===== config.mk =====
export PLATFORM = sky130hd
export DESIGN_NAME = sysctl_top
export DESIGN_NICKNAME = d
export VERILOG_FILES = /design/src/sysctl_pkg.sv /design/src/sysctl_top.sv /design/src/readback_mux.sv /design/src/vita_timer.sv /design/src/boot_sequencer.sv /design/src/misc_ctrl.sv /design/src/setting_reg.sv
export SDC_FILE = /design/constraint.sdc
export NUM_CORES = 1
export LEC_CHECK = 0
export ABC_CLOCK_PERIOD_IN_PS = 6700
export BUFFER_PORTS_ARGS = -buffer_cell sky130_fd_sc_hd__buf_4
export CAP_MARGIN = 0
export CORE_ASPECT_RATIO = 1.2
export CORE_MARGIN = 4
export CORE_UTILIZATION = 60
export CTS_CLUSTER_DIAMETER = 120
export DETAILED_ROUTE_END_ITERATION = 10
export GPL_TIMING_DRIVEN = 0
export PLACE_DENSITY = 0.81
export SLEW_MARGIN = 0
export SYNTH_ARGS = -nofsm -noshare
export SYNTH_HDL_FRONTEND = slang
export SYNTH_HIERARCHICAL = 1
export SYNTH_SLANG_ARGS = --single-unit

===== constraint.sdc =====
create_clock -name dsp_clk -period 6.7 [get_ports dsp_clk]
set_input_delay 0.67 -clock dsp_clk [delete_from_list [all_inputs] [get_ports dsp_clk]]
set_output_delay 0.67 -clock dsp_clk [all_outputs]
set_load 0.02 [all_outputs]

===== src/sysctl_pkg.sv =====
//////////////////////////////////////////////////////////////////////
// System control package: settings map, readback map, widths and
// the misc control byte layouts shared by the control plane blocks
//////////////////////////////////////////////////////////////////////

package sysctl_pkg;

   // Bus and counter widths
   typedef logic [7:0]  set_addr_t;
   typedef logic [31:0] set_data_t;
   typedef logic [63:0] vita_time_t;
   typedef logic [3:0]  rb_addr_t;

   //////////////////////////////////////////////////////////////////////
   // Settings address map
   localparam set_addr_t SR_MISC      = 8'd0;
   localparam set_addr_t MISC_CLOCK   = 8'd0;
   localparam set_addr_t MISC_SERDES  = 8'd1;
   localparam set_addr_t MISC_ADC     = 8'd2;
   localparam set_addr_t MISC_LED_SW  = 8'd3;
   localparam set_addr_t MISC_PHY     = 8'd4;
   localparam set_addr_t MISC_BLDR    = 8'd5;
   localparam set_addr_t MISC_LED_SRC = 8'd6;

   localparam set_addr_t SR_TIME64 = 8'd10;
   localparam set_addr_t TIME_HI   = 8'd0;
   localparam set_addr_t TIME_LO   = 8'd1;

   // Hardware drives LEDs 1 to 4 out of reset
   localparam logic [7:0] LED_SRC_RESET = 8'b0001_1110;

   // Major in upper half, minor in lower half
   localparam set_data_t COMPAT_NUM = {16'd7, 16'd3};

   // Boot sequencer states
   localparam logic BLDR_WAIT = 1'b0;
   localparam logic BLDR_DONE = 1'b1;

   //////////////////////////////////////////////////////////////////////
   // Readback word indices
   localparam rb_addr_t RB_TIME_HI = 4'd10;
   localparam rb_addr_t RB_TIME_LO = 4'd11;
   localparam rb_addr_t RB_COMPAT  = 4'd12;
   localparam rb_addr_t RB_IRQ     = 4'd13;
   localparam rb_addr_t RB_PPS_HI  = 4'd14;
   localparam rb_addr_t RB_PPS_LO  = 4'd15;

   // Misc control byte, one layout per register
   typedef union packed {
      struct packed {
         logic [2:0] rsvd;
         logic       clock_ready;
         logic [1:0] clk_en;
         logic [1:0] clk_sel;
      } clock;
      struct packed {
         logic [3:0] rsvd;
         logic       enable;
         logic       prbsen;
         logic       loopen;
         logic       rx_en;
      } serdes;
      struct packed {
         logic [3:0] rsvd;
         logic       oe_a;
         logic       on_a;
         logic       oe_b;
         logic       on_b;
      } adc;
   } misc_word_u;

endpackage

===== src/sysctl_top.sv =====
//////////////////////////////////////////////////////////////////////
// Control plane top: misc registers, boot sequencer, timer, readback
//////////////////////////////////////////////////////////////////////

module sysctl_top (
   input  logic                   dsp_clk,
   input  logic                   por_rst,
   input  logic                   set_stb_i,
   input  sysctl_pkg::set_addr_t  set_addr_i,
   input  sysctl_pkg::set_data_t  set_data_i,
   input  logic                   run_tx_i,
   input  logic                   run_rx_i,
   input  logic                   clk_status_i,
   input  logic                   serdes_link_up_i,
   input  logic                   phy_int_n_i,
   input  logic                   button_i,
   input  logic                   pps_i,
   input  logic                   rb_stb_i,
   input  sysctl_pkg::rb_addr_t   rb_addr_i,
   output logic [31:0]            rb_data_o,
   output logic                   rb_ack_o,
   output logic                   clock_ready_o,
   output logic [1:0]             clk_en_o,
   output logic [1:0]             clk_sel_o,
   output logic                   ser_enable_o,
   output logic                   ser_prbsen_o,
   output logic                   ser_loopen_o,
   output logic                   ser_rx_en_o,
   output logic                   adc_oe_a_o,
   output logic                   adc_on_a_o,
   output logic                   adc_oe_b_o,
   output logic                   adc_on_b_o,
   output logic                   phy_reset_n_o,
   output logic [7:0]             leds_o,
   output logic                   cpu_rst_o,
   output logic                   boot_done_o,
   output logic                   pps_int_o
);

   logic                   bldr_done;
   sysctl_pkg::vita_time_t vita_time;
   sysctl_pkg::vita_time_t vita_time_pps;
   logic [31:0]            irq;

   // Interrupt sources, PHY line is open drain and active low
   assign irq = {27'd0, button_i, clk_status_i, serdes_link_up_i, ~phy_int_n_i, pps_int_o};

   misc_ctrl u_misc_ctrl (
      .dsp_clk, .por_rst, .set_stb_i, .set_addr_i, .set_data_i,
      .run_tx_i, .run_rx_i, .clk_status_i, .serdes_link_up_i,
      .clock_ready_o, .clk_en_o, .clk_sel_o,
      .ser_enable_o, .ser_prbsen_o, .ser_loopen_o, .ser_rx_en_o,
      .adc_oe_a_o, .adc_on_a_o, .adc_oe_b_o, .adc_on_b_o,
      .phy_reset_n_o, .leds_o, .bldr_done_o(bldr_done));

   boot_sequencer u_boot_sequencer (
      .dsp_clk, .por_rst, .bldr_done_i(bldr_done), .cpu_rst_o, .boot_done_o);

   vita_timer u_vita_timer (
      .dsp_clk, .por_rst, .set_stb_i, .set_addr_i, .set_data_i, .pps_i,
      .vita_time_o(vita_time), .vita_time_pps_o(vita_time_pps), .pps_int_o);

   readback_mux u_readback_mux (
      .dsp_clk, .por_rst, .rb_stb_i, .rb_addr_i,
      .vita_time_i(vita_time), .vita_time_pps_i(vita_time_pps), .irq_i(irq),
      .rb_data_o, .rb_ack_o);

endmodule


===== src/readback_mux.sv =====
//////////////////////////////////////////////////////////////////////
// Readback word select, registered with a one-cycle acknowledge
//////////////////////////////////////////////////////////////////////

module readback_mux (
   input  logic                    dsp_clk,
   input  logic                    por_rst,
   input  logic                    rb_stb_i,
   input  sysctl_pkg::rb_addr_t    rb_addr_i,
   input  sysctl_pkg::vita_time_t  vita_time_i,
   input  sysctl_pkg::vita_time_t  vita_time_pps_i,
   input  logic [31:0]             irq_i,
   output logic [31:0]             rb_data_o,
   output logic                    rb_ack_o
);

   import sysctl_pkg::*;

   logic [31:0] rb_word;

   // Buffer pool status and other unused slots read zero
   always_comb begin
      case (rb_addr_i)
         RB_TIME_HI: rb_word = vita_time_i[63:32];
         RB_TIME_LO: rb_word = vita_time_i[31:0];
         RB_COMPAT:  rb_word = COMPAT_NUM;
         RB_IRQ:     rb_word = irq_i;
         RB_PPS_HI:  rb_word = vita_time_pps_i[63:32];
         RB_PPS_LO:  rb_word = vita_time_pps_i[31:0];
         default:    rb_word = 32'd0;
      endcase
   end

   // Word held until the next strobe
   always_ff @(posedge dsp_clk) begin
      if (rb_stb_i) begin
         rb_data_o <= rb_word;
      end
   end

   always_ff @(posedge dsp_clk) begin
      if (por_rst) begin
         rb_ack_o <= 1'b0;
      end else begin
         rb_ack_o <= rb_stb_i;
      end
   end

endmodule


===== src/vita_timer.sv =====
//////////////////////////////////////////////////////////////////////
// VITA time counter, settable over the settings bus, PPS time capture
//////////////////////////////////////////////////////////////////////

module vita_timer (
   input  logic                    dsp_clk,
   input  logic                    por_rst,
   input  logic                    set_stb_i,
   input  sysctl_pkg::set_addr_t   set_addr_i,
   input  sysctl_pkg::set_data_t   set_data_i,
   input  logic                    pps_i,
   output sysctl_pkg::vita_time_t  vita_time_o,
   output sysctl_pkg::vita_time_t  vita_time_pps_o,
   output logic                    pps_int_o
);

   import sysctl_pkg::*;

   set_data_t time_hi_q;
   logic      wr_hi;
   logic      wr_lo;
   logic      pps_s1;
   logic      pps_s2;
   logic      pps_s3;
   logic      pps_rise;

   assign wr_hi = set_stb_i && (set_addr_i == SR_TIME64 + TIME_HI);
   assign wr_lo = set_stb_i && (set_addr_i == SR_TIME64 + TIME_LO);

   //////////////////////////////////////////////////////////////////////
   // Time count
   // Upper word waits here until the lower word arrives
   always_ff @(posedge dsp_clk) begin
      if (wr_hi) begin
         time_hi_q <= set_data_i;
      end
   end

   always_ff @(posedge dsp_clk) begin
      if (por_rst) begin
         vita_time_o <= '0;
      end else if (wr_lo) begin
         vita_time_o <= {time_hi_q, set_data_i};
      end else begin
         vita_time_o <= vita_time_o + 64'd1;
      end
   end

   //////////////////////////////////////////////////////////////////////
   // PPS synchronizer and rising edge
   always_ff @(posedge dsp_clk) begin
      if (por_rst) begin
         pps_s1    <= 1'b0;
         pps_s2    <= 1'b0;
         pps_s3    <= 1'b0;
         pps_int_o <= 1'b0;
      end else begin
         pps_s1    <= pps_i;
         pps_s2    <= pps_s1;
         pps_s3    <= pps_s2;
         pps_int_o <= pps_rise;
      end
   end

   assign pps_rise = pps_s2 & ~pps_s3;

   // Time latched in the same cycle as the interrupt
   always_ff @(posedge dsp_clk) begin
      if (pps_rise) begin
         vita_time_pps_o <= vita_time_o;
      end
   end

endmodule


===== src/boot_sequencer.sv =====
//////////////////////////////////////////////////////////////////////
// Processor reset sequencer, one reset pulse once the loader is done
//////////////////////////////////////////////////////////////////////

module boot_sequencer (
   input  logic dsp_clk,
   input  logic por_rst,
   input  logic bldr_done_i,
   output logic cpu_rst_o,
   output logic boot_done_o
);

   import sysctl_pkg::*;

   logic state_q;
   logic rst_pulse_q;

   always_ff @(posedge dsp_clk) begin
      if (por_rst) begin
         state_q     <= BLDR_WAIT;
         rst_pulse_q <= 1'b0;
      end else begin
         rst_pulse_q <= 1'b0;
         case (state_q)
            BLDR_WAIT: begin
               // Loader flag restarts the processor from main RAM
               if (bldr_done_i) begin
                  state_q     <= BLDR_DONE;
                  rst_pulse_q <= 1'b1;
               end
            end
            default: begin
               // Stays here until power-on reset
               state_q <= BLDR_DONE;
            end
         endcase
      end
   end

   // Processor also held in reset for the whole power-on reset
   assign cpu_rst_o   = por_rst | rst_pulse_q;
   assign boot_done_o = (state_q == BLDR_DONE);

endmodule


===== src/misc_ctrl.sv =====
//////////////////////////////////////////////////////////////////////
// Board control registers: clock gen, SERDES, ADC, PHY reset, LEDs
//////////////////////////////////////////////////////////////////////

module misc_ctrl (
   input  logic                   dsp_clk,
   input  logic                   por_rst,
   input  logic                   set_stb_i,
   input  sysctl_pkg::set_addr_t  set_addr_i,
   input  sysctl_pkg::set_data_t  set_data_i,
   input  logic                   run_tx_i,
   input  logic                   run_rx_i,
   input  logic                   clk_status_i,
   input  logic                   serdes_link_up_i,
   output logic                   clock_ready_o,
   output logic [1:0]             clk_en_o,
   output logic [1:0]             clk_sel_o,
   output logic                   ser_enable_o,
   output logic                   ser_prbsen_o,
   output logic                   ser_loopen_o,
   output logic                   ser_rx_en_o,
   output logic                   adc_oe_a_o,
   output logic                   adc_on_a_o,
   output logic                   adc_oe_b_o,
   output logic                   adc_on_b_o,
   output logic                   phy_reset_n_o,
   output logic [7:0]             leds_o,
   output logic                   bldr_done_o
);

   import sysctl_pkg::*;

   misc_word_u clock_word;
   misc_word_u serdes_word;
   misc_word_u adc_word;
   logic [7:0] led_sw;
   logic [7:0] led_src;
   logic [7:0] led_hw;
   logic       phy_reset;

   //////////////////////////////////////////////////////////////////////
   // Register bank
   setting_reg #(.ADDR(SR_MISC + MISC_CLOCK), .WIDTH(8)) u_sr_clock (
      .dsp_clk, .por_rst, .set_stb_i, .set_addr_i, .set_data_i,
      .out_o(clock_word), .changed_o());

   setting_reg #(.ADDR(SR_MISC + MISC_SERDES), .WIDTH(8)) u_sr_serdes (
      .dsp_clk, .por_rst, .set_stb_i, .set_addr_i, .set_data_i,
      .out_o(serdes_word), .changed_o());

   setting_reg #(.ADDR(SR_MISC + MISC_ADC), .WIDTH(8)) u_sr_adc (
      .dsp_clk, .por_rst, .set_stb_i, .set_addr_i, .set_data_i,
      .out_o(adc_word), .changed_o());

   setting_reg #(.ADDR(SR_MISC + MISC_LED_SW), .WIDTH(8)) u_sr_led_sw (
      .dsp_clk, .por_rst, .set_stb_i, .set_addr_i, .set_data_i,
      .out_o(led_sw), .changed_o());

   setting_reg #(.ADDR(SR_MISC + MISC_PHY), .WIDTH(1)) u_sr_phy (
      .dsp_clk, .por_rst, .set_stb_i, .set_addr_i, .set_data_i,
      .out_o(phy_reset), .changed_o());

   setting_reg #(.ADDR(SR_MISC + MISC_BLDR), .WIDTH(1)) u_sr_bldr (
      .dsp_clk, .por_rst, .set_stb_i, .set_addr_i, .set_data_i,
      .out_o(bldr_done_o), .changed_o());

   setting_reg #(.ADDR(SR_MISC + MISC_LED_SRC), .WIDTH(8), .AT_RESET(LED_SRC_RESET))
   u_sr_led_src (
      .dsp_clk, .por_rst, .set_stb_i, .set_addr_i, .set_data_i,
      .out_o(led_src), .changed_o());

   //////////////////////////////////////////////////////////////////////
   // Pin decoding
   assign clock_ready_o = clock_word.clock.clock_ready;
   assign clk_en_o      = clock_word.clock.clk_en;
   assign clk_sel_o     = clock_word.clock.clk_sel;

   assign ser_enable_o = serdes_word.serdes.enable;
   assign ser_prbsen_o = serdes_word.serdes.prbsen;
   assign ser_loopen_o = serdes_word.serdes.loopen;
   assign ser_rx_en_o  = serdes_word.serdes.rx_en;

   assign adc_oe_a_o = adc_word.adc.oe_a;
   assign adc_on_a_o = adc_word.adc.on_a;
   assign adc_oe_b_o = adc_word.adc.oe_b;
   assign adc_on_b_o = adc_word.adc.on_b;

   // PHY pin is active low
   assign phy_reset_n_o = ~phy_reset;

   // Source bit 1 picks hardware, 0 picks software
   assign led_hw = {3'b000, run_tx_i, run_rx_i, clk_status_i, serdes_link_up_i, 1'b0};
   assign leds_o = (led_src & led_hw) | (~led_src & led_sw);

endmodule


===== src/setting_reg.sv =====
//////////////////////////////////////////////////////////////////////
// Settings bus register at one address, with a one-cycle change pulse
//////////////////////////////////////////////////////////////////////

module setting_reg #(
   parameter sysctl_pkg::set_addr_t ADDR     = '0,
   parameter int                    WIDTH    = 32,
   parameter logic [WIDTH-1:0]      AT_RESET = '0
) (
   input  logic                   dsp_clk,
   input  logic                   por_rst,
   input  logic                   set_stb_i,
   input  sysctl_pkg::set_addr_t  set_addr_i,
   input  sysctl_pkg::set_data_t  set_data_i,
   output logic [WIDTH-1:0]       out_o,
   output logic                   changed_o
);

   logic hit;

   assign hit = set_stb_i && (set_addr_i == ADDR);

   always_ff @(posedge dsp_clk) begin
      if (por_rst) begin
         out_o     <= AT_RESET;
         changed_o <= 1'b0;
      end else begin
         // Low bits only, upper data bits are ignored
         if (hit) begin
            out_o <= set_data_i[WIDTH-1:0];
         end
         changed_o <= hit;
      end
   end

endmodule


==> flow_metrics.py, run 1 <==
metrics = {
    "clocking": {
        "clkLatencyLatePin_ps": 510,
        "cts_buffer_depth": 3,
        "cts_resized": 0,
        "root_buffer": "clkbuf_16",
        "htree_levels": 1,
        "post_cts_buffers": 0,
        "cts_hold_buf": 0,
        "cts.clk_slew.worst_paths_ps": 60,
        "cts_tree": "done",
        "cts_made_buffers": 22,
        "cts_num_sinks": 230,
    },
    "routing": {
        "drc_errors": 0,
        "viasPerCell": 6.19,
        "route.met2.wl_um": 13600,
        "antenna_left": 0,
        "top_layer_used": "met4",
        "firstDrtPassIters": 6,
        "wl_um": 28100,
        "wire_per_inst_um": 21.5,
        "first_iter_violations": 747,
        "wl_met3_um": 2050,
        "wl_met1_um": 11000,
        "routed-via-count": 8080,
    },
    "placed_design": {
        "place_area_um2": 11900,
        "gp_routability_congestion": 0.965,
        "dp_slack_ps": 3820,
        "post-dp-hpwl_um": 19900,
        "io_buffers": 112,
    },
    "grt": {
        "grt_use_total_pct": 27.7,
        "grt_pass1_wl_um": 42800,
        "grt_pass1_vias": 7811,
        "antenna_found_initial": 0,
        "grt_max_degree": 41,
        "grt_overflow": 0,
    },
    "yosys": {
        "syn_inst": 905,
        "synth_area_um2": 10600,
        "yosys_warnings": 6,
        "syn_area_per_cell_um2": 11.7,
    },
    "layout": {
        "synthToLayoutAreaGrowth_pct": 18.8,
        "design_area_um2": 12600,
        "insertedDiodeCount": 0,
        "drive_gt1_share_pct": 20.3,
        "final_cell_mix": "128 x edfxtp_1, 113 x buf_4, 102 x dfxtp_1, 92 x nor2_1, 59 x mux2i_1",
        "nets": 1126,
        "postLayoutCoreUtil_pct": 72.4,
        "layout_commonest_cell": "edfxtp_1",
        "num-fill-cells": 1262,
    },
    "run": {
        "max_cap_violations": 0,
    },
    "worst_setup_path": {
        "cp-start-kind": "flop",
        "arrival_ps": 3470,
        "crit_required_ps": 7100,
        "criticalPathCategory": "flop to flop",
        "r2r_slack_ps": 3630,
        "cp-end-kind": "flop",
        "cp_max_fo": 7,
    },
    "floorplanning": {
        "placementRows": 53,
        "ios": 113,
        "die_x_um": 129,
        "die_area_um2": 19900,
        "initial_core_util_pct": 60.9,
        "die_h_um": 154,
        "core_area_um2": 17400,
    },
    "timing": {
        "grt_setup_unrepaired": "false",
        "setup_viol": 0,
        "fin_skew_ps": 10.8,
        "layout_min_cycle_time_ps": 3070,
        "hold_viol": 0,
        "tightest_slew_ps": 1280,
        "slew_viol_final": 0,
        "period_share_pct": 45.8,
        "max_freq_mhz": 326,
        "relSlewSlack_pct": 13.8,
        "worst_slack_ps": 3630,
        "tns_ps": 0,
    },
    "power_and_ir_drop": {
        "power_leakage_uw": 0.00455,
        "powerDensity_nw_per_um2": 232,
        "vdd_ir_drop_max_mv": 0.186,
    },
    "outcome": {
        "status": "finished clean",
    },
    "worst_hold_path": {
        "hold_path.class": "input pin to flop",
    },
}
## metal layers
| metal | vias up | track usage [%] |
|---|---|---|
| li1 | 3685 | - |
| met1 | 3880 | 35.8 |
| met2 | 413 | 45.9 |
| met3 | 102 | 3.30 |
| met4 | 0 | 13.5 |
| met5 | - | 0 |
## worst paths after layout
| kind | from | end | cells after the start |
|---|---|---|---|
| worst max register to register | u_vita_timer/vita_time_o[0] | u_vita_timer/vita_time_o[50] | 7 |
| worst min register to register | u_vita_timer/pps_s1 | u_vita_timer/pps_s2 | 1 |
| worst max-delay path | u_vita_timer/vita_time_o[0] | u_vita_timer/vita_time_o[50] | 7 |
| worst min-delay path | set_data_i[13] | u_vita_timer/time_hi_q[13] | 1 |
## flip-flops by register name, indices dropped and copies added (netlist names)
register / cells
u_vita_timer/pps_s3: 1
u_misc_ctrl/u_sr_led_src/out_o: 8
u_misc_ctrl/u_sr_adc/out_o: 4
u_vita_timer/vita_time_o: 64
u_misc_ctrl/u_sr_phy/out_o: 1
u_readback_mux/rb_data_o: 32
u_vita_timer/vita_time_pps_o: 64
u_vita_timer/pps_s2: 1
u_misc_ctrl/u_sr_bldr/out_o: 1
u_boot_sequencer/rst_pulse_q: 1
u_misc_ctrl/u_sr_led_sw/out_o: 8
u_vita_timer/pps_s1: 1
u_misc_ctrl/u_sr_serdes/out_o: 4
u_readback_mux/rb_ack_o: 1
u_vita_timer/pps_int_o: 1
u_boot_sequencer/boot_done_o: 1
u_misc_ctrl/u_sr_clock/out_o: 5
u_vita_timer/time_hi_q: 32
## worst max-delay path, stage by stage, from the launching register on
cell and delay (ps):
dfxtp_1 570, ha_1 300, nand3_1 260, nor4_4 620, nand4_1 550, nor2_1 300
xnor2_1 110, a211oi_1 270
## area by class of cell
type | instances | area [um^2] | share of cell area, %
flip-flops and latches | 230 | 5890 | 46.6
multi-input cells | 645 | 4540 | 35.9
repair buffers | 115 | 908 | 7.19
clock buffers | 35 | 654 | 5.18
plain buffers | 50 | 295 | 2.34
well taps | 220 | 275 | 2.18
clock inverters | 5 | 50.0 | 0.396
inverters | 6 | 22.5 | 0.178
## per-stage QoR
step,total power (uW),instances,hold slack (ps)
floorplan,1650,931,414
global route,3020,1306,341
detailed placement,1740,1266,430
finish,2930,1306,354
CTS,2940,1306,345
global placement,1740,1263,421
## where the power goes
| group | internal (uW) | leakage [uW] | switching [uW] | total [uW] |
|---|---|---|---|---|
| clock | 708 | 0.000349 | 506 | 1210 |
| sequential | 1510 | 0.00204 | 12.0 | 1520 |
| combinational | 83.1 | 0.00216 | 108 | 192 |
| total | 2300 | 0.00455 | 626 | 2930 |
Note: power is estimated with default switching activity, not from simulation.
==> run 2: changes to the inputs <==
--- a/config.mk
+++ b/config.mk
@@ -5,16 +5,16 @@
 export SDC_FILE = /design/constraint.sdc
 export NUM_CORES = 1
 export LEC_CHECK = 0
-export ABC_CLOCK_PERIOD_IN_PS = 6700
+export ABC_CLOCK_PERIOD_IN_PS = 2900
 export BUFFER_PORTS_ARGS = -buffer_cell sky130_fd_sc_hd__buf_4
 export CAP_MARGIN = 0
 export CORE_ASPECT_RATIO = 1.2
 export CORE_MARGIN = 4
-export CORE_UTILIZATION = 60
+export CORE_UTILIZATION = 59
 export CTS_CLUSTER_DIAMETER = 120
 export DETAILED_ROUTE_END_ITERATION = 10
 export GPL_TIMING_DRIVEN = 0
-export PLACE_DENSITY = 0.81
+export PLACE_DENSITY = 0.8
 export SLEW_MARGIN = 0
 export SYNTH_ARGS = -nofsm -noshare
 export SYNTH_HDL_FRONTEND = slang
==> constraint.sdc (replaced) <==
create_clock -name dsp_clk -period 2.9 [get_ports dsp_clk]
set_input_delay 0.29 -clock dsp_clk [delete_from_list [all_inputs] [get_ports dsp_clk]]
set_output_delay 0.29 -clock dsp_clk [all_outputs]
set_load 0.02 [all_outputs]
==> run 2 against run 1 <==
Via count grew 1.4%. Non-clock buffer count up 29. Clock-buffer cell count unchanged. Final area grew 2.1%. Combinational power rose by 140%. Sequential cell count unchanged. Largest cell class unchanged.
==> flow_metrics.py, run 2 (synthesized netlist as in run 1, its figures left out) <==
metrics = {
    "outcome": {
        "status": "finished clean",
    },
    "grt": {
        "grt_max_degree": 41,
        "antenna_found_initial": 0,
        "grt_pass1_wl_um": 44200,
        "grt_use_total_pct": 27.9,
        "grt_pass1_vias": 8189,
        "grt_overflow": 0,
    },
    "timing": {
        "layout_min_cycle_time_ps": 2830,
        "relSlewSlack_pct": 34.4,
        "grt_setup_unrepaired": "false",
        "tightest_slew_ps": 982,
        "period_share_pct": 97.8,
        "hold_viol": 0,
        "setup_viol": 0,
        "max_freq_mhz": 353,
        "fin_skew_ps": 13.4,
        "slew_viol_final": 0,
    },
    "routing": {
        "viasPerCell": 6.14,
        "antenna_left": 0,
        "wl_um": 28000,
        "drc_errors": 0,
        "wl_met1_um": 10600,
        "wire_per_inst_um": 21.0,
        "firstDrtPassIters": 6,
        "first_iter_violations": 784,
        "routed-via-count": 8195,
        "top_layer_used": "met4",
        "wl_met3_um": 2350,
        "route.met2.wl_um": 13700,
    },
    "worst_setup_path": {
        "ff2ff_path_depth": 6,
        "r2r_start": "u_vita_timer/vita_time_o[32]",
        "r2r_slack_ps": 70,
        "arrival_ps": 3260,
        "crit_path_frequent_cell": "nand4_1",
        "cp_slowest_cell": "or4_1",
        "cp_max_fo": 7,
        "r2r_end": "u_vita_timer/vita_time_o[59]",
        "criticalPathCategory": "flop to flop",
        "path_cells": "nand4_1 > or4_1 > nor3_1 > nand4_1 > xor2_1 > a211oi_1",
        "cp_slowest_stage_delay_ps": 710,
        "cp-start-kind": "flop",
        "cp-end-kind": "flop",
        "crit_required_ps": 3320,
    },
    "power_and_ir_drop": {
        "clkPwrFrac_pct": 40.9,
        "p_int_uw": 5290,
        "pwr-share-seq_pct": 52.2,
        "switching_power_uw": 1450,
        "powerDensity_nw_per_um2": 523,
        "power.total_uw": 6740,
        "vdd_ir_drop_max_mv": 0.352,
        "p_sw_share_pct": 21.6,
        "power_leakage_uw": 0.00466,
        "p_comb_share_pct": 6.9,
    },
    "clocking": {
        "clkLatencyLatePin_ps": 510,
        "cts_num_sinks": 230,
        "root_buffer": "clkbuf_16",
        "cts_buffer_depth": 3,
        "cts.clk_slew.worst_paths_ps": 60,
        "cts_tree": "done",
        "cts_made_buffers": 22,
        "htree_levels": 1,
    },
    "layout": {
        "insertedDiodeCount": 0,
        "drive_gt1_share_pct": 19.9,
        "synthToLayoutAreaGrowth_pct": 21.3,
        "final_cell_mix": "128 x edfxtp_1, 115 x buf_4, 102 x dfxtp_1, 92 x nor2_1, 59 x mux2i_1",
        "nets": 1155,
        "num-fill-cells": 1272,
        "layout_commonest_cell": "edfxtp_1",
        "multi_input_area_um2": 4540,
        "reg.largest.list": "u_vita_timer/vita_time_o: 64 flops, u_vita_timer/vita_time_pps_o: 64 flops",
        "postLayoutCoreUtil_pct": 73.1,
        "seq_area_um2": 5890,
    },
    "floorplanning": {
        "ios": 113,
        "die_x_um": 131,
        "core_area_um2": 17600,
        "die_area_um2": 20200,
        "die_h_um": 155,
        "placementRows": 53,
        "initial_core_util_pct": 60.2,
    },
    "run": {
        "max_cap_violations": 0,
    },
    "placed_design": {
        "gp_routability_congestion": 1.01,
        "post-dp-hpwl_um": 19600,
        "io_buffers": 112,
    },
    "worst_hold_path": {
        "whs_path_depth": 1,
        "hold_path.class": "input pin to flop",
        "hold_end": "u_vita_timer/time_hi_q[4]",
        "hp-start": "set_data_i[4]",
    },
}
## run 2: what timing repair did
| item | CTS | global route |
|---|---|---|
| endpoints found under the hold margin | 28 | 0 |
| pin swaps | 0 | 1 |
| gates resized for setup | 1 | 0 |
| setup buffers | 0 | 2 |
| hold buffers | 28 | 0 |
| endpoints found under the setup margin | 1 | 13 |
## run 2: per-stage QoR
| stage | setup TNS [ps] | instances | setup WS (ps) | hold WS [ps] | area, um^2 |
|---|---|---|---|---|---|
| 2_1_floorplan | 0 | 931 | 228 | 362 | 10700 |
| 3_3_place_gp | -50110 | 1263 | -875 | 417 | 11800 |
| 3_5_place_dp | 0 | 1265 | 13.6 | 426 | 11900 |
| 4_1_cts | 0 | 1333 | 3.44 | 9.59 | 12900 |
| 5_1_grt | 0 | 1335 | 61.9 | 16.5 | 12900 |
| 6_report | 0 | 1335 | 65.0 | 25.2 | 12900 |
## run 2: cell type report
class,instances,area share (%)
inverter,6,0.175
sequential,230,45.7
clock inverter,5,0.175
tap,220,2.14
multi-input combinational,645,35.2
buffer,50,2.29
timing repair buffer,144,9.12
clock buffer,35,5.20
## run 2: power by group through the flow
stage	combinational [uW]	sequential, uW	clock (uW)
after global routing	503	3520	2920
after global placement	423	3590	0
after floorplan	188	3620	0
final	466	3520	2760
after detailed placement	433	3590	0
after CTS	465	3520	2800
## run 2: worst max-delay path by stage
| stage | endpoint | slack [ps] | from | cells after the start |
|---|---|---|---|---|
| 6_report | u_vita_timer/vita_time_o[59] | 70 | u_vita_timer/vita_time_o[32] | 6 |
| 5_1_grt | u_vita_timer/vita_time_o[59] | 60 | u_vita_timer/vita_time_o[32] | 6 |
| 4_1_cts | u_vita_timer/vita_time_o[40] | 3 | u_vita_timer/vita_time_o[1] | 7 |
| 3_5_place_dp | u_vita_timer/vita_time_o[41] | 10 | u_vita_timer/vita_time_o[32] | 5 |
| 3_3_place_gp | u_vita_timer/time_hi_q[9] | -880 | set_addr_i[2] | 4 |
| 2_1_floorplan | u_vita_timer/time_hi_q[0] | 230 | set_addr_i[2] | 3 |
## run 2: routing by layer
layer,GRT usage [%],vias up
met5,0,-
met2,45.7,423
met1,35.9,3931
met3,4.77,91
li1,-,3750
met4,13.0,0
## run 2: worst max-delay path: cells and delay by family, from the launching register on
kind,cells,cell delay [ps]
AND/OR/NAND/NOR,4,1820
XOR/XNOR,1,190
AO/OA/AOI/OAI,1,220
flip-flops,1,520
==> run 3: changes to the inputs <==
--- a/config.mk
+++ b/config.mk
@@ -5,12 +5,13 @@
 export SDC_FILE = /design/constraint.sdc
 export NUM_CORES = 1
 export LEC_CHECK = 0
+export ABC_AREA = 1
 export ABC_CLOCK_PERIOD_IN_PS = 2900
 export BUFFER_PORTS_ARGS = -buffer_cell sky130_fd_sc_hd__buf_4
 export CAP_MARGIN = 0
 export CORE_ASPECT_RATIO = 1.2
 export CORE_MARGIN = 4
-export CORE_UTILIZATION = 59
+export CORE_UTILIZATION = 60
 export CTS_CLUSTER_DIAMETER = 120
 export DETAILED_ROUTE_END_ITERATION = 10
 export GPL_TIMING_DRIVEN = 0
==> run 3 against run 2 <==
Worst hold slack improved by 24 ps. Fmax rose by 35%. Clock skew rose by 6.2 ps. Highest routed layer unchanged.
==> flow_metrics.py, run 3 <==
metrics = {
    "outcome": {
        "status": "finished clean",
    },
    "worst_hold_path": {
        "whs_path_depth": 1,
        "hp-start": "set_data_i[4]",
        "hold_path.class": "input pin to flop",
        "hold_end": "u_vita_timer/time_hi_q[4]",
    },
    "worst_setup_path": {
        "cp-end-kind": "flop",
        "criticalPathCategory": "flop to flop",
        "cp-start-kind": "flop",
        "ff2ff_path_depth": 10,
        "crit_required_ps": 3300,
        "cp_max_fo": 5,
        "path_cells": "ha_1 > inv_1 > nor2_4 > nand2_2 > nor2_1 > nand2_1 > o21ai_1 > nand3_1 > nand2_1 > inv_1",
        "r2r_end": "u_vita_timer/vita_time_o[60]",
        "cp_slowest_cell": "dfxtp_1",
        "arrival_ps": 2510,
        "r2r_slack_ps": 800,
        "cp_slowest_stage_delay_ps": 450,
        "r2r_start": "u_vita_timer/vita_time_o[0]",
    },
    "layout": {
        "design_area_um2": 14500,
        "reg.largest.list": "u_vita_timer/vita_time_o: 64 flops, u_vita_timer/vita_time_pps_o: 64 flops",
        "final_cell_mix": "443 x nand2_1, 254 x inv_1, 242 x nor2_1, 161 x nand3_1, 128 x edfxtp_1",
        "insertedDiodeCount": 0,
        "layout_commonest_cell": "nand2_1",
        "nets": 1897,
        "synthToLayoutAreaGrowth_pct": 19.0,
        "drive_gt1_share_pct": 13.4,
    },
    "yosys": {
        "syn_area_per_cell_um2": 7.41,
        "yosys_warnings": 6,
        "syn_inst": 1647,
        "synth_area_um2": 12200,
    },
    "floorplanning": {
        "die_area_um2": 22700,
        "initial_core_util_pct": 61.8,
        "die_h_um": 164,
        "die_x_um": 138,
        "placementRows": 56,
        "ios": 113,
        "core_area_um2": 19800,
    },
    "power_and_ir_drop": {
        "power.total_uw": 6920,
        "power_leakage_uw": 0.00663,
        "vdd_ir_drop_max_mv": 0.449,
        "powerDensity_nw_per_um2": 476,
    },
    "clocking": {
        "cts_buffer_depth": 3,
        "htree_levels": 1,
        "clkLatencyLatePin_ps": 520,
        "cts_tree": "done",
        "root_buffer": "clkbuf_16",
        "cts_made_buffers": 23,
        "cts_num_sinks": 230,
        "cts_resized": 0,
        "post_cts_buffers": 0,
        "cts.clk_slew.worst_paths_ps": 60,
        "cts_hold_buf": 28,
    },
    "timing": {
        "slew_viol_final": 0,
        "hold_viol": 0,
        "tightest_slew_ps": 929,
        "setup_viol": 0,
        "max_freq_mhz": 476,
        "whs_ps": 49.5,
        "relSlewSlack_pct": 37.9,
        "layout_min_cycle_time_ps": 2100,
        "tns_ps": 0,
        "worst_slack_ps": 799,
        "fin_skew_ps": 19.6,
        "period_share_pct": 72.4,
        "grt_setup_unrepaired": "false",
    },
    "routing": {
        "routed-via-count": 11442,
        "first_iter_violations": 969,
        "antenna_left": 0,
        "firstDrtPassIters": 6,
        "viasPerCell": 5.40,
        "wire_per_inst_um": 17.0,
        "wl_um": 36000,
        "drc_errors": 0,
    },
    "grt": {
        "grt_use_total_pct": 31.1,
        "grt_overflow": 0,
        "grt_pass1_vias": 10942,
        "grt_max_degree": 34,
        "grt_pass1_wl_um": 56000,
        "antenna_found_initial": 0,
    },
    "placed_design": {
        "place_area_um2": 13500,
        "post-dp-hpwl_um": 26600,
        "io_buffers": 112,
        "dp_slack_ps": 679,
        "gp_routability_congestion": 0.982,
    },
    "run": {
        "max_cap_violations": 0,
    },
}
-- run 3: worst max-delay path by stage --
stage                                      from                           end  slack [ps]  depth (start not counted)
floorplan                         set_addr_i[2]     u_vita_timer/time_hi_q[0]         220                          3
global placement                  set_addr_i[2]    u_vita_timer/time_hi_q[19]        -820                          4
detailed placement                set_addr_i[2]  u_vita_timer/vita_time_o[31]         680                         10
CTS                 u_vita_timer/vita_time_o[0]  u_vita_timer/vita_time_o[60]         810                         10
global route        u_vita_timer/vita_time_o[0]  u_vita_timer/vita_time_o[60]         620                         10
finish              u_vita_timer/vita_time_o[0]  u_vita_timer/vita_time_o[60]         800                         10
-- run 3: critical path: cells and delay by family (launching register included) --
| family | cells | cell delay, ps |
|---|---|---|
| fa+ha+maj | 1 | 260 |
| simple gates | 6 | 960 |
| buf+inv | 2 | 140 |
| compound gates | 1 | 160 |
| flops | 1 | 450 |
-- run 3: per-layer routing --
layer  GRT usage (%)  up-vias  wire (um)
met4            11.9        0       1250
met5               0        -          0
li1                -     5543          -
met1            38.0     5323      14300
met3            4.89       79       2800
met2            55.8      497      17700
-- run 3: area by class of cell --
cell class              count  area (um^2)
multi-input cells        1129         5220
repair buffers            143         1170
well taps                 261          327
clock inverters             6         60.1
inverters                 268         1010
plain buffers              46          208
clock buffers              36          644
fillers                  1595         5240
flip-flops and latches    230         5890
-- run 3: through the flow --
stage / utilization (%) / std cells
floorplan: - / 1673
global placement: 68.2 / 2046
detailed placement: 68.5 / 2049
CTS: 73.5 / 2119
global route: 73.5 / 2119
finish: 73.5 / 2119
-- run 3: report_power, final --
part           total [uW]  internal, uW  leakage, uW  switching [uW]
combinational         543           195      0.00424             348
sequential           3520          3490      0.00205            25.6
clock                2860          1620     0.000341            1240
